**src/hw/sourced_pkg.sv**
```systemverilog
/*
 * Shared widths, TileLink opcodes, message structs and FSM states for the
 * cache response stage. Import it with a wildcard inside a module body and
 * use scoped names in port lists.
 */
package sourced_pkg;

  localparam int WAY_BITS    = 2;
  localparam int SET_BITS    = 4;
  localparam int TAG_BITS    = 6;
  localparam int OFFSET_BITS = 2;
  localparam int SIZE_BITS   = 3;
  localparam int SOURCE_BITS = 3;
  localparam int OP_BITS     = 3;
  localparam int DATA_BITS   = 32;
  localparam int MASK_BITS   = 4;
  localparam int ADDR_BITS   = TAG_BITS + SET_BITS + OFFSET_BITS;

  // channel A request codes
  localparam logic [OP_BITS-1:0] OP_PUTFULL    = 3'd0;
  localparam logic [OP_BITS-1:0] OP_PUTPARTIAL = 3'd1;
  localparam logic [OP_BITS-1:0] OP_GET        = 3'd4;
  localparam logic [OP_BITS-1:0] OP_NONE       = 3'd5; // idle value after reset

  // channel D reply codes
  localparam logic [OP_BITS-1:0] OP_ACCESSACK     = 3'd0;
  localparam logic [OP_BITS-1:0] OP_ACCESSACKDATA = 3'd1;

  localparam logic [SOURCE_BITS-1:0] MEM_SOURCE = 3'd4; // fixed id toward memory

  typedef struct packed {
    logic [OP_BITS-1:0]     opcode;
    logic                   hit;
    logic                   dirty;
    logic [WAY_BITS-1:0]    way;
    logic [SET_BITS-1:0]    set;
    logic [TAG_BITS-1:0]    tag;
    logic [OFFSET_BITS-1:0] offset;
    logic [SIZE_BITS-1:0]   size;
    logic [SOURCE_BITS-1:0] source;
    logic [DATA_BITS-1:0]   data;
    logic [MASK_BITS-1:0]   mask;
  } cache_req_t;

  typedef struct packed {
    logic [WAY_BITS-1:0]  way;
    logic [SET_BITS-1:0]  set;
    logic [MASK_BITS-1:0] mask;
  } bs_adr_t;

  typedef struct packed {
    logic [OP_BITS-1:0]     opcode;
    logic [SIZE_BITS-1:0]   size;
    logic [SOURCE_BITS-1:0] source;
    logic [ADDR_BITS-1:0]   address;
    logic [DATA_BITS-1:0]   data;
  } d_msg_t;

  typedef struct packed {
    logic [OP_BITS-1:0]     opcode;
    logic [SIZE_BITS-1:0]   size;
    logic [SOURCE_BITS-1:0] source;
    logic [ADDR_BITS-1:0]   address;
    logic [DATA_BITS-1:0]   data;
    logic [MASK_BITS-1:0]   mask;
  } a_msg_t;

  typedef enum logic [2:0] {
    IDLE, WAIT_BS, WRITEBACK, ACK, ACK_A_LEFT, ACK_D_LEFT
  } resp_state_t;

  function automatic logic is_put(logic [OP_BITS-1:0] op);
    return (op == OP_PUTFULL) || (op == OP_PUTPARTIAL);
  endfunction

  // read for a get hit, or to fetch the victim of a dirty miss
  function automatic logic need_bs_read(cache_req_t r);
    return ((r.opcode == OP_GET) && r.hit) || (!r.hit && r.dirty);
  endfunction

  function automatic logic need_bs_write(cache_req_t r);
    return is_put(r.opcode) && r.hit;
  endfunction

endpackage

```
**src/hw/req_stage.sv**
```systemverilog
/*
 * Request capture for the response stage. Holds one looked-up request,
 * bypasses it in the accept cycle and issues the bank store read and
 * write addresses once per request.
 */
module req_stage (
  input  logic                               clk,
  input  logic                               rst_n,
  input  sourced_pkg::cache_req_t            req_i,
  input  logic                               req_valid_i,
  output logic                               req_ready_o,
  input  logic                               busy_i,
  output logic                               accept_o,
  output sourced_pkg::cache_req_t            cur_req_o,
  output sourced_pkg::bs_adr_t               bs_radr_o,
  output logic                               bs_radr_valid_o,
  input  logic                               bs_radr_ready_i,
  output sourced_pkg::bs_adr_t               bs_wadr_o,
  output logic                               bs_wadr_valid_o,
  input  logic                               bs_wadr_ready_i,
  output logic [sourced_pkg::DATA_BITS-1:0]  bs_wdat_o
);
  import sourced_pkg::*;

  cache_req_t req_q;
  cache_req_t cur_req;
  bs_adr_t    bs_adr;
  logic       need_r;
  logic       need_w;
  logic       rd_sent_q;
  logic       wr_sent_q;
  logic       rd_sent;
  logic       wr_sent;

  assign req_ready_o = !busy_i;
  assign accept_o    = req_valid_i && req_ready_o;

  // opcode comes out of reset as OP_NONE so no bank store valid rises
  always_ff @(posedge clk or negedge rst_n) begin
    if (!rst_n) begin
      req_q <= '{opcode: OP_NONE, default: '0};
    end else if (accept_o) begin
      req_q <= req_i;
    end
  end

  assign cur_req   = accept_o ? req_i : req_q; // incoming beat wins in accept cycle
  assign cur_req_o = cur_req;

  assign need_r = need_bs_read(cur_req);
  assign need_w = need_bs_write(cur_req);

  // sent flags, so each address goes out once per request
  always_ff @(posedge clk or negedge rst_n) begin
    if (!rst_n) begin
      rd_sent_q <= 1'b0;
      wr_sent_q <= 1'b0;
    end else begin
      if (bs_radr_valid_o && bs_radr_ready_i) begin
        rd_sent_q <= 1'b1;
      end else if (accept_o) begin
        rd_sent_q <= 1'b0;
      end
      if (bs_wadr_valid_o && bs_wadr_ready_i) begin
        wr_sent_q <= 1'b1;
      end else if (accept_o) begin
        wr_sent_q <= 1'b0;
      end
    end
  end

  // a new request sees clear flags in its own accept cycle
  assign rd_sent = accept_o ? 1'b0 : rd_sent_q;
  assign wr_sent = accept_o ? 1'b0 : wr_sent_q;

  assign bs_radr_valid_o = need_r && !rd_sent;
  assign bs_wadr_valid_o = need_w && !wr_sent;

  // both ports address the same line
  assign bs_adr = '{way: cur_req.way, set: cur_req.set, mask: cur_req.mask};

  assign bs_radr_o = bs_adr;
  assign bs_wadr_o = bs_adr;
  assign bs_wdat_o = cur_req.data; // put data rides in the request

endmodule

```
**src/hw/resp_fsm.sv**
```systemverilog
/*
 * Response sequencer. Waits for the bank store port a request needs, then
 * drives the D reply to the L1 side, the A write to memory, or a victim
 * writeback with mshr_wait raised. busy goes back to the request stage.
 */
module resp_fsm (
  input  logic                               clk,
  input  logic                               rst_n,
  input  sourced_pkg::cache_req_t            cur_req_i,
  input  logic                               accept_i,
  input  logic                               bs_radr_ready_i,
  input  logic                               bs_wadr_ready_i,
  input  logic [sourced_pkg::DATA_BITS-1:0]  bs_rdat_i,
  output logic                               busy_o,
  output sourced_pkg::d_msg_t                d_o,
  output logic                               d_valid_o,
  input  logic                               d_ready_i,
  output sourced_pkg::a_msg_t                a_o,
  output logic                               a_valid_o,
  input  logic                               a_ready_i,
  output logic                               mshr_wait_o
);
  import sourced_pkg::*;

  resp_state_t          state_q;
  logic                 pending_q;
  cache_req_t           fin_q;
  logic                 port_rdy;
  logic                 cur_wb;
  logic                 fin_get;
  logic                 fin_put_miss;
  logic                 fin_wb;
  logic                 d_fire;
  logic                 a_fire;
  logic [ADDR_BITS-1:0] addr;

  // bank store port for the request being dispatched
  always_comb begin
    if (need_bs_read(cur_req_i)) begin
      port_rdy = bs_radr_ready_i;
    end else if (need_bs_write(cur_req_i)) begin
      port_rdy = bs_wadr_ready_i;
    end else begin
      port_rdy = 1'b1; // clean miss touches no bank
    end
  end

  assign cur_wb = !cur_req_i.hit && cur_req_i.dirty;

  always_ff @(posedge clk or negedge rst_n) begin
    if (!rst_n) begin
      state_q   <= IDLE;
      pending_q <= 1'b0;
    end else begin
      case (state_q)
        IDLE, WAIT_BS: begin
          if (accept_i || pending_q) begin
            if (port_rdy) begin
              state_q   <= cur_wb ? WRITEBACK : ACK;
              pending_q <= 1'b0;
            end else begin
              state_q   <= WAIT_BS; // hold it, bank store busy
              pending_q <= 1'b1;
            end
          end
        end
        WRITEBACK: begin
          if (a_fire) state_q <= IDLE;
        end
        ACK: begin
          if (fin_put_miss) begin
            // write-through, D and A may finish in any order
            if (d_fire && a_fire) begin
              state_q <= IDLE;
            end else if (d_fire) begin
              state_q <= ACK_A_LEFT;
            end else if (a_fire) begin
              state_q <= ACK_D_LEFT;
            end
          end else if (d_fire) begin
            state_q <= IDLE;
          end
        end
        ACK_A_LEFT: begin
          if (a_fire) state_q <= IDLE;
        end
        ACK_D_LEFT: begin
          if (d_fire) state_q <= IDLE;
        end
        default: state_q <= IDLE;
      endcase
    end
  end

  // final copy, follows the held request
  always_ff @(posedge clk) begin
    fin_q <= cur_req_i;
  end

  assign fin_get      = fin_q.opcode == OP_GET;
  assign fin_put_miss = is_put(fin_q.opcode) && !fin_q.hit;
  assign fin_wb       = !fin_q.hit && fin_q.dirty;

  assign busy_o      = state_q != IDLE;
  assign mshr_wait_o = state_q == WRITEBACK; // blocks misses on the victim way

  assign d_valid_o = (state_q == ACK) || (state_q == ACK_D_LEFT);
  assign a_valid_o = (state_q == WRITEBACK) || (state_q == ACK_A_LEFT) ||
                     ((state_q == ACK) && fin_put_miss);

  assign d_fire = d_valid_o && d_ready_i;
  assign a_fire = a_valid_o && a_ready_i;

  assign addr = {fin_q.tag, fin_q.set, fin_q.offset};

  always_comb begin
    d_o.opcode  = fin_get ? OP_ACCESSACKDATA : OP_ACCESSACK;
    d_o.size    = fin_q.size;
    d_o.source  = fin_q.source;
    d_o.address = addr;
    if (fin_get) begin
      d_o.data = fin_q.hit ? bs_rdat_i : fin_q.data; // miss carries refill data
    end else begin
      d_o.data = '0;
    end
  end

  always_comb begin
    a_o.opcode  = OP_PUTFULL;
    a_o.size    = fin_q.size;
    a_o.source  = MEM_SOURCE;
    a_o.address = addr;
    a_o.data    = fin_wb ? bs_rdat_i : fin_q.data; // victim word on writeback
    a_o.mask    = fin_q.mask;
  end

endmodule

```
**src/hw/sourced_top.sv**
```systemverilog
/*
 * Top of the cache response stage. Connects the request stage, which owns
 * the bank store address ports, to the response FSM, which owns the D and
 * A channels and mshr_wait.
 */
module sourced_top (
  input  logic                               clk,
  input  logic                               rst_n,
  input  sourced_pkg::cache_req_t            req_i,
  input  logic                               req_valid_i,
  output logic                               req_ready_o,
  output sourced_pkg::bs_adr_t               bs_radr_o,
  output logic                               bs_radr_valid_o,
  input  logic                               bs_radr_ready_i,
  input  logic [sourced_pkg::DATA_BITS-1:0]  bs_rdat_i,
  output sourced_pkg::bs_adr_t               bs_wadr_o,
  output logic                               bs_wadr_valid_o,
  input  logic                               bs_wadr_ready_i,
  output logic [sourced_pkg::DATA_BITS-1:0]  bs_wdat_o,
  output sourced_pkg::d_msg_t                d_o,
  output logic                               d_valid_o,
  input  logic                               d_ready_i,
  output sourced_pkg::a_msg_t                a_o,
  output logic                               a_valid_o,
  input  logic                               a_ready_i,
  output logic                               mshr_wait_o
);
  import sourced_pkg::*;

  cache_req_t cur_req;
  logic       accept;
  logic       busy;

  req_stage req_stage_i (
    .clk             (clk),
    .rst_n           (rst_n),
    .req_i           (req_i),
    .req_valid_i     (req_valid_i),
    .req_ready_o     (req_ready_o),
    .busy_i          (busy),
    .accept_o        (accept),
    .cur_req_o       (cur_req),
    .bs_radr_o       (bs_radr_o),
    .bs_radr_valid_o (bs_radr_valid_o),
    .bs_radr_ready_i (bs_radr_ready_i),
    .bs_wadr_o       (bs_wadr_o),
    .bs_wadr_valid_o (bs_wadr_valid_o),
    .bs_wadr_ready_i (bs_wadr_ready_i),
    .bs_wdat_o       (bs_wdat_o)
  );

  resp_fsm resp_fsm_i (
    .clk             (clk),
    .rst_n           (rst_n),
    .cur_req_i       (cur_req),
    .accept_i        (accept),
    .bs_radr_ready_i (bs_radr_ready_i),
    .bs_wadr_ready_i (bs_wadr_ready_i),
    .bs_rdat_i       (bs_rdat_i),
    .busy_o          (busy),
    .d_o             (d_o),
    .d_valid_o       (d_valid_o),
    .d_ready_i       (d_ready_i),
    .a_o             (a_o),
    .a_valid_o       (a_valid_o),
    .a_ready_i       (a_ready_i),
    .mshr_wait_o     (mshr_wait_o)
  );

endmodule

```
**config.mk**
```make
export PLATFORM = sky130hd
export DESIGN_NAME = sourced_top
export DESIGN_NICKNAME = d
export VERILOG_FILES = /design/src/hw/sourced_pkg.sv /design/src/hw/req_stage.sv /design/src/hw/resp_fsm.sv /design/src/hw/sourced_top.sv
export SDC_FILE = /design/constraint.sdc
export NUM_CORES = 1
export LEC_CHECK = 0
export BUFFER_PORTS_ARGS = -buffer_cell sky130_fd_sc_hd__clkbuf_2
export CAP_MARGIN = 0
export CORE_UTILIZATION = 50
export CTS_CLUSTER_DIAMETER = 40
export DETAILED_ROUTE_END_ITERATION = 8
export PLACE_DENSITY = 0.9
export SETUP_SLACK_MARGIN = 0.2
export SLEW_MARGIN = 20
export SYNTH_ARGS = -nofsm -noshare
export SYNTH_HDL_FRONTEND = slang
export SYNTH_SLANG_ARGS = --single-unit
```
**constraint.sdc**
```tcl
create_clock -name clk -period 2.8 [get_ports clk]
set_input_delay 0.14 -clock clk [delete_from_list [all_inputs] [get_ports clk]]
set_output_delay 0.14 -clock clk [all_outputs]
set_load 0.02 [all_outputs]
```
==> results of run 1 <==
cell families (layout without fill, tap and decap cells):
group                    Yosys count  in the layout  share of synthesized area
AND/OR/NAND/NOR                  244            244                      0.174
other                              2              8                    0.00132
adder cells (fa/ha/maj)            1              1                    0.00176
flip-flops                       126            126                      0.504
buffers and inverters            132            349                      0.158
multiplexers                      68             68                      0.130
AO/OA/AOI/OAI                     20             20                     0.0274
XOR/XNOR                           2              2                    0.00309
power by group through the flow:
stage	Sequential [mW]	Clock [mW]	Combinational (mW)
final	3.16	2.16	5.14
after detailed placement	3.17	0	5.07
after global placement	3.13	0	4.97
after CTS	3.15	2.19	5.13
after global routing	3.25	2.29	5.54
after floorplan	2.97	0	4.55
worst max-delay path: stages (launching register included):
cell and delay [ns]:
dfrtp_1 0.53, or4b_4 0.67, mux2_4 0.36, a211oi_2 0.21, clkbuf_2 0.20
cell usage after synthesis (3+ instances only):
cell	instances	area, um2
mux2_2	30	338
buf_2	10	50.1
nand2b_1	4	25.0
nand2_1	181	679
nor2_1	42	158
buf_4	98	736
buf_6	3	33.8
dfrtp_1	65	1630
dfxtp_1	59	1180
mux2i_1	34	340
o31ai_1	4	30.0
clkbuf_1	9	33.8
buf_1	7	26.3
inv_1	5	18.8
nor2b_1	5	31.3
nor3_1	3	15.0
path summary, 6_finish.rpt:
path                                                    from                               end  slack (ns)  cells past startpoint
setup / recovery           resp_fsm_i.state_q[1]$_DFFE_PN0P_                   bs_wadr_valid_o        0.29                      4
setup reg to reg           resp_fsm_i.state_q[1]$_DFFE_PN0P_  resp_fsm_i.pending_q$_DFFE_PN0P_        0.81                      4
min in group asynchronous                              rst_n   req_stage_i.req_q[39]$_DFF_PN0_        0.51                      3
hold reg to reg              req_stage_i.req_q[49]$_DFF_PN0_        resp_fsm_i.a_o[47]$_DFF_P_        0.46                      2
max in group asynchronous                              rst_n   req_stage_i.req_q[15]$_DFF_PN0_        1.71                      3
hold / removal                                      req_i[0]         resp_fsm_i.a_o[0]$_DFF_P_       0.009                      3
area by class of cell:
cell class | instances | share of cell area
flip-flops and latches | 126 | 0.387
multi-input cells | 343 | 0.263
repair buffers | 312 | 0.244
clock buffers | 18 | 0.0581
well taps | 140 | 0.0237
clock inverters | 14 | 0.0212
inverters | 5 | 0.00254
per-layer routing:
metal / up-vias / track usage / part of all wire
met5: - / 0 / 0
met4: 0 / 0.120 / 0.030
met3: 37 / 0.0621 / 0.069
met2: 219 / 0.438 / 0.53
met1: 2231 / 0.256 / 0.37
li1: 2222 / - / -
sequential cells by signal (all words and copies together) (netlist names):
register and cells:
resp_fsm_i.a_o 19, resp_fsm_i.state_q 3, req_stage_i.rd_sent_q 1, req_stage_i.wr_sent_q 1
req_stage_i.req_q 61, resp_fsm_i.d_o 3, resp_fsm_i.pending_q 1, resp_fsm_i.fin_q 37
repair_timing:
action,in CTS,in global routing
hold endpoints to repair,145,0
hold buffers,45,0
endpoints found under the setup margin,0,0
==> results.toml, run 1 <==
[clock_network]
cts_repair_resize_count = 0
cts.sink_count = 126
cts_setup_buffers = 0
cts_tree = "built"
root_buffer = "clkbuf_16"
clock_latency_ns = 0.40
clk_pin_slew_ns = 0.07
cts_buffers = 17
clk_path_buf_depth = 2
htreeDepth = 4

[layout]
final-seq-area_mm2 = 0.00286
fin_area_mm2 = 0.00739
diodes = 0
fillers = 848
instances_no_fill = 958
multi_input_area_mm2 = 0.00194
drive_gt1_frac = 0.413
final_common_cell = "clkbuf_2"
layout_common_cells = "258 x clkbuf_2, 181 x nand2_1, 65 x dfrtp_1"
area.growth.synth_to_final_pct = 30.3
final_nets = 905
utilization = 0.676

[global_route]
grt_pass1_vias = 4629
grt_pass1_wl_mm = 21.6
grt_max_degree = 68
grtUsageTotal = 0.241
grt_overflow = 0
antenna_found_initial = 0

[die]
die_w_um = 109
initial_core_util = 0.519
core_mm2 = 0.0109
die_h_um = 109
num_rows = 38
design.die.area_mm2 = 0.0118
ios = 268

[timing]
rsz0062_at_grt = "no"
tns_ns = 0
setup-violations-final = 0
drv_slew = 0
whs_ns = 0.00855
fmax_mhz = 398
finalCritPeriodShare = 0.898
hold_viol = 0
slew_headroom = 0.431
postLayoutSetupSlackWorst_ns = 0.285
skew_ns = 0.0172
worst_pin_slew_ns = 0.854
min_period_ns = 2.51

[detailed_routing]
route.vias.total = 4709
drt-total-wl_mm = 14.2
vias_per_cell = 4.92
first_pass_iters = 4
drtAntennaViolNets = 0
routedWlPerCell_um = 14.8
drc = 0
drtIter0Drc = 233

[power]
p_seq_frac = 0.302
netSwitchingFraction = 0.447
p_clk_frac = 0.207
irDropWorstVdd_mv = 0.971
finalPower_mw = 10.5
p_int_mw = 5.79
switching_power_mw = 4.67
p_comb_frac = 0.491
leakagePower_nw = 3.99
p_per_area_mw_per_mm2 = 1420

[synth]
ys_ff_latch = 126
ys_async_sr_fraction = 0.532
ys_seq_area_frac = 0.504
postSynthAreaPerCell_um2 = 9.53
ys.flop_type = "dfrtp_1"
yosys_warnings = 0
synthesis.instances = 595
synth_edf_count = 0
syn_area_mm2 = 0.00567
synth.distinct_cells = 43

[critical_path]
worst-endpoint-arrival_ns = 2.37
critPathMaxFanout = 12
end_kind = "output port"
path_class = "reg2out"
crit_required_ns = 2.66
startpoint_type = "register"

[placed_design]
dpl.hpwl_mm = 9.44
dp_cells = 881
post-place-ws_ns = 0.701
place_area_mm2 = 0.00636
gp_congestion = 0.862
io_buffers = 259

[status]
status = "completed"

[worst_hold_path]
hold_class = "in2reg"

[job]
cap_violations = 0
(Power assumes the default switching activity.)
==> inputs of run 2 (changes only) <==
--- a/config.mk
+++ b/config.mk
@@ -7,10 +7,10 @@
 export LEC_CHECK = 0
 export BUFFER_PORTS_ARGS = -buffer_cell sky130_fd_sc_hd__clkbuf_2
 export CAP_MARGIN = 0
-export CORE_UTILIZATION = 50
+export CORE_UTILIZATION = 47
 export CTS_CLUSTER_DIAMETER = 40
 export DETAILED_ROUTE_END_ITERATION = 8
-export PLACE_DENSITY = 0.9
+export PLACE_DENSITY = 0.86
 export SETUP_SLACK_MARGIN = 0.2
 export SLEW_MARGIN = 20
 export SYNTH_ARGS = -nofsm -noshare
==> constraint.sdc (replaced) <==
create_clock -name clk -period 2.65 [get_ports clk]
set_input_delay 0.1325 -clock clk [delete_from_list [all_inputs] [get_ports clk]]
set_output_delay 0.1325 -clock clk [all_outputs]
set_load 0.1 [all_outputs]
==> results.toml, run 2 (synthesized netlist as in run 1, its figures left out) <==
[timing]
min_period_ns = 2.38
tns_ns = 0
fmax_mhz = 420
slew_headroom = 0.421
rsz0062_at_grt = "yes"
whs_ns = 0.0219
hold_viol = 0
skew_ns = 0.0102
drv_slew = 0
worst_pin_slew_ns = 0.869
setup-violations-final = 0
finalCritPeriodShare = 0.898

[clock_network]
clk_path_buf_depth = 2
cts_tree = "built"
clk_pin_slew_ns = 0.06
cts.sink_count = 126
htreeDepth = 4
cts_buffers = 17
clock_latency_ns = 0.40
root_buffer = "clkbuf_16"

[global_route]
grt_pass1_vias = 4742
antenna_found_initial = 0
grt_pass1_wl_mm = 22.9
grt_max_degree = 68
grtUsageTotal = 0.237
grt_overflow = 0

[layout]
fillers = 833
utilization = 0.687
largest_reg_flops = 61
instances_no_fill = 963
final_nets = 907
final-seq-area_mm2 = 0.00287
multi_input_area_mm2 = 0.00197
area.growth.synth_to_final_pct = 40.0
final_common_cell = "clkbuf_2"
largest_register = "req_stage_i.req_q"
drive_gt1_frac = 0.427
diodes = 0
layout_common_cells = "182 x clkbuf_2, 180 x nand2_1, 62 x dfrtp_1"

[job]
cap_violations = 0

[critical_path]
r2r_slack_ns = 0.67
ff2ff_path_depth = 5
path_class = "reg2out"
r2r-end = "resp_fsm_i.state_q[0]$_DFFE_PN0P_"
crit_required_ns = 2.52
r2r_start = "resp_fsm_i.state_q[2]$_DFFE_PN0P_"
startpoint_type = "register"
worst-endpoint-arrival_ns = 2.25
critPathMaxFanout = 6
end_kind = "output port"

[detailed_routing]
routedWlPerCell_um = 15.1
drtIter0Drc = 306
first_pass_iters = 9
vias_per_cell = 4.83
route.vias.total = 4648
drtAntennaViolNets = 0
drt-total-wl_mm = 14.5
drc = 19

[die]
num_rows = 39
design.die.area_mm2 = 0.0125
die_w_um = 112
ios = 268
die_h_um = 112
initial_core_util = 0.490
core_mm2 = 0.0116

[worst_hold_path]
hold_class = "in2reg"
holdCritStartpoint = "req_i[9]"
hold_end = "resp_fsm_i.fin_q[9]$_DFF_P_"
hold_path_depth = 3

[status]
violations = "DRC"
status = "complete, but fails checks"

[placed_design]
dpl.hpwl_mm = 9.84
io_buffers = 259
dp_cells = 884
gp_congestion = 0.826
run 2: through the flow:
step,instance area [um2],worst slack (ns)
after floorplan,5710,0.0156
after global placement,6800,0.462
after detailed placement,6800,0.430
after CTS,7940,0.208
after global routing,7940,0.190
final,7940,0.270
run 2: area by class of cell:
cell class                 instances  share of cell area
multi-input combinational        343               0.248
sequential                       126               0.361
tap                              143              0.0225
inverter                           5             0.00236
timing repair buffer             314               0.284
clock buffer                      18              0.0540
clock inverter                    14              0.0284
run 2: worst max-delay path, cell delays in order (launching register included):
cell and delay, ns:
dfrtp_2 0.44, or4b_4 0.61, mux2_4 0.36, a211oi_4 0.22, buf_12 0.21
run 2: repair_timing:
item,4_1_cts,5_1_grt
hold buffers,42,0
setup endpoints to repair,80,53
hold endpoints to repair,143,0
gates resized for setup,11,26
pin swaps,1,2
buffers inserted,5,0
run 2: metal layers:
layer | up-vias | wire length, um | GRT usage
met3 | 20 | 989 | 0.0675
met5 | - | 0 | 0
met2 | 209 | 7520 | 0.417
met4 | 0 | 257 | 0.103
met1 | 2188 | 5770 | 0.266
li1 | 2231 | - | -
run 2: worst max-delay path by stage:
| stage | startpoint | end | slack [ns] |
|---|---|---|---|
| 2_1_floorplan | resp_fsm_i.state_q[0]$_DFFE_PN0P_ | bs_radr_valid_o | 0.02 |
| 3_3_place_gp | resp_fsm_i.state_q[2]$_DFFE_PN0P_ | bs_radr_o[6] | 0.46 |
| 3_5_place_dp | resp_fsm_i.state_q[2]$_DFFE_PN0P_ | bs_wadr_o[7] | 0.43 |
| 4_1_cts | resp_fsm_i.state_q[1]$_DFFE_PN0P_ | bs_wadr_valid_o | 0.21 |
| 5_1_grt | resp_fsm_i.state_q[2]$_DFFE_PN0P_ | bs_radr_o[3] | 0.19 |
| 6_report | resp_fsm_i.state_q[2]$_DFFE_PN0P_ | bs_wadr_valid_o | 0.27 |
Power of run 2 is not shown: default switching activity piles up to over one toggle a cycle in this logic, so the estimate is an artifact.
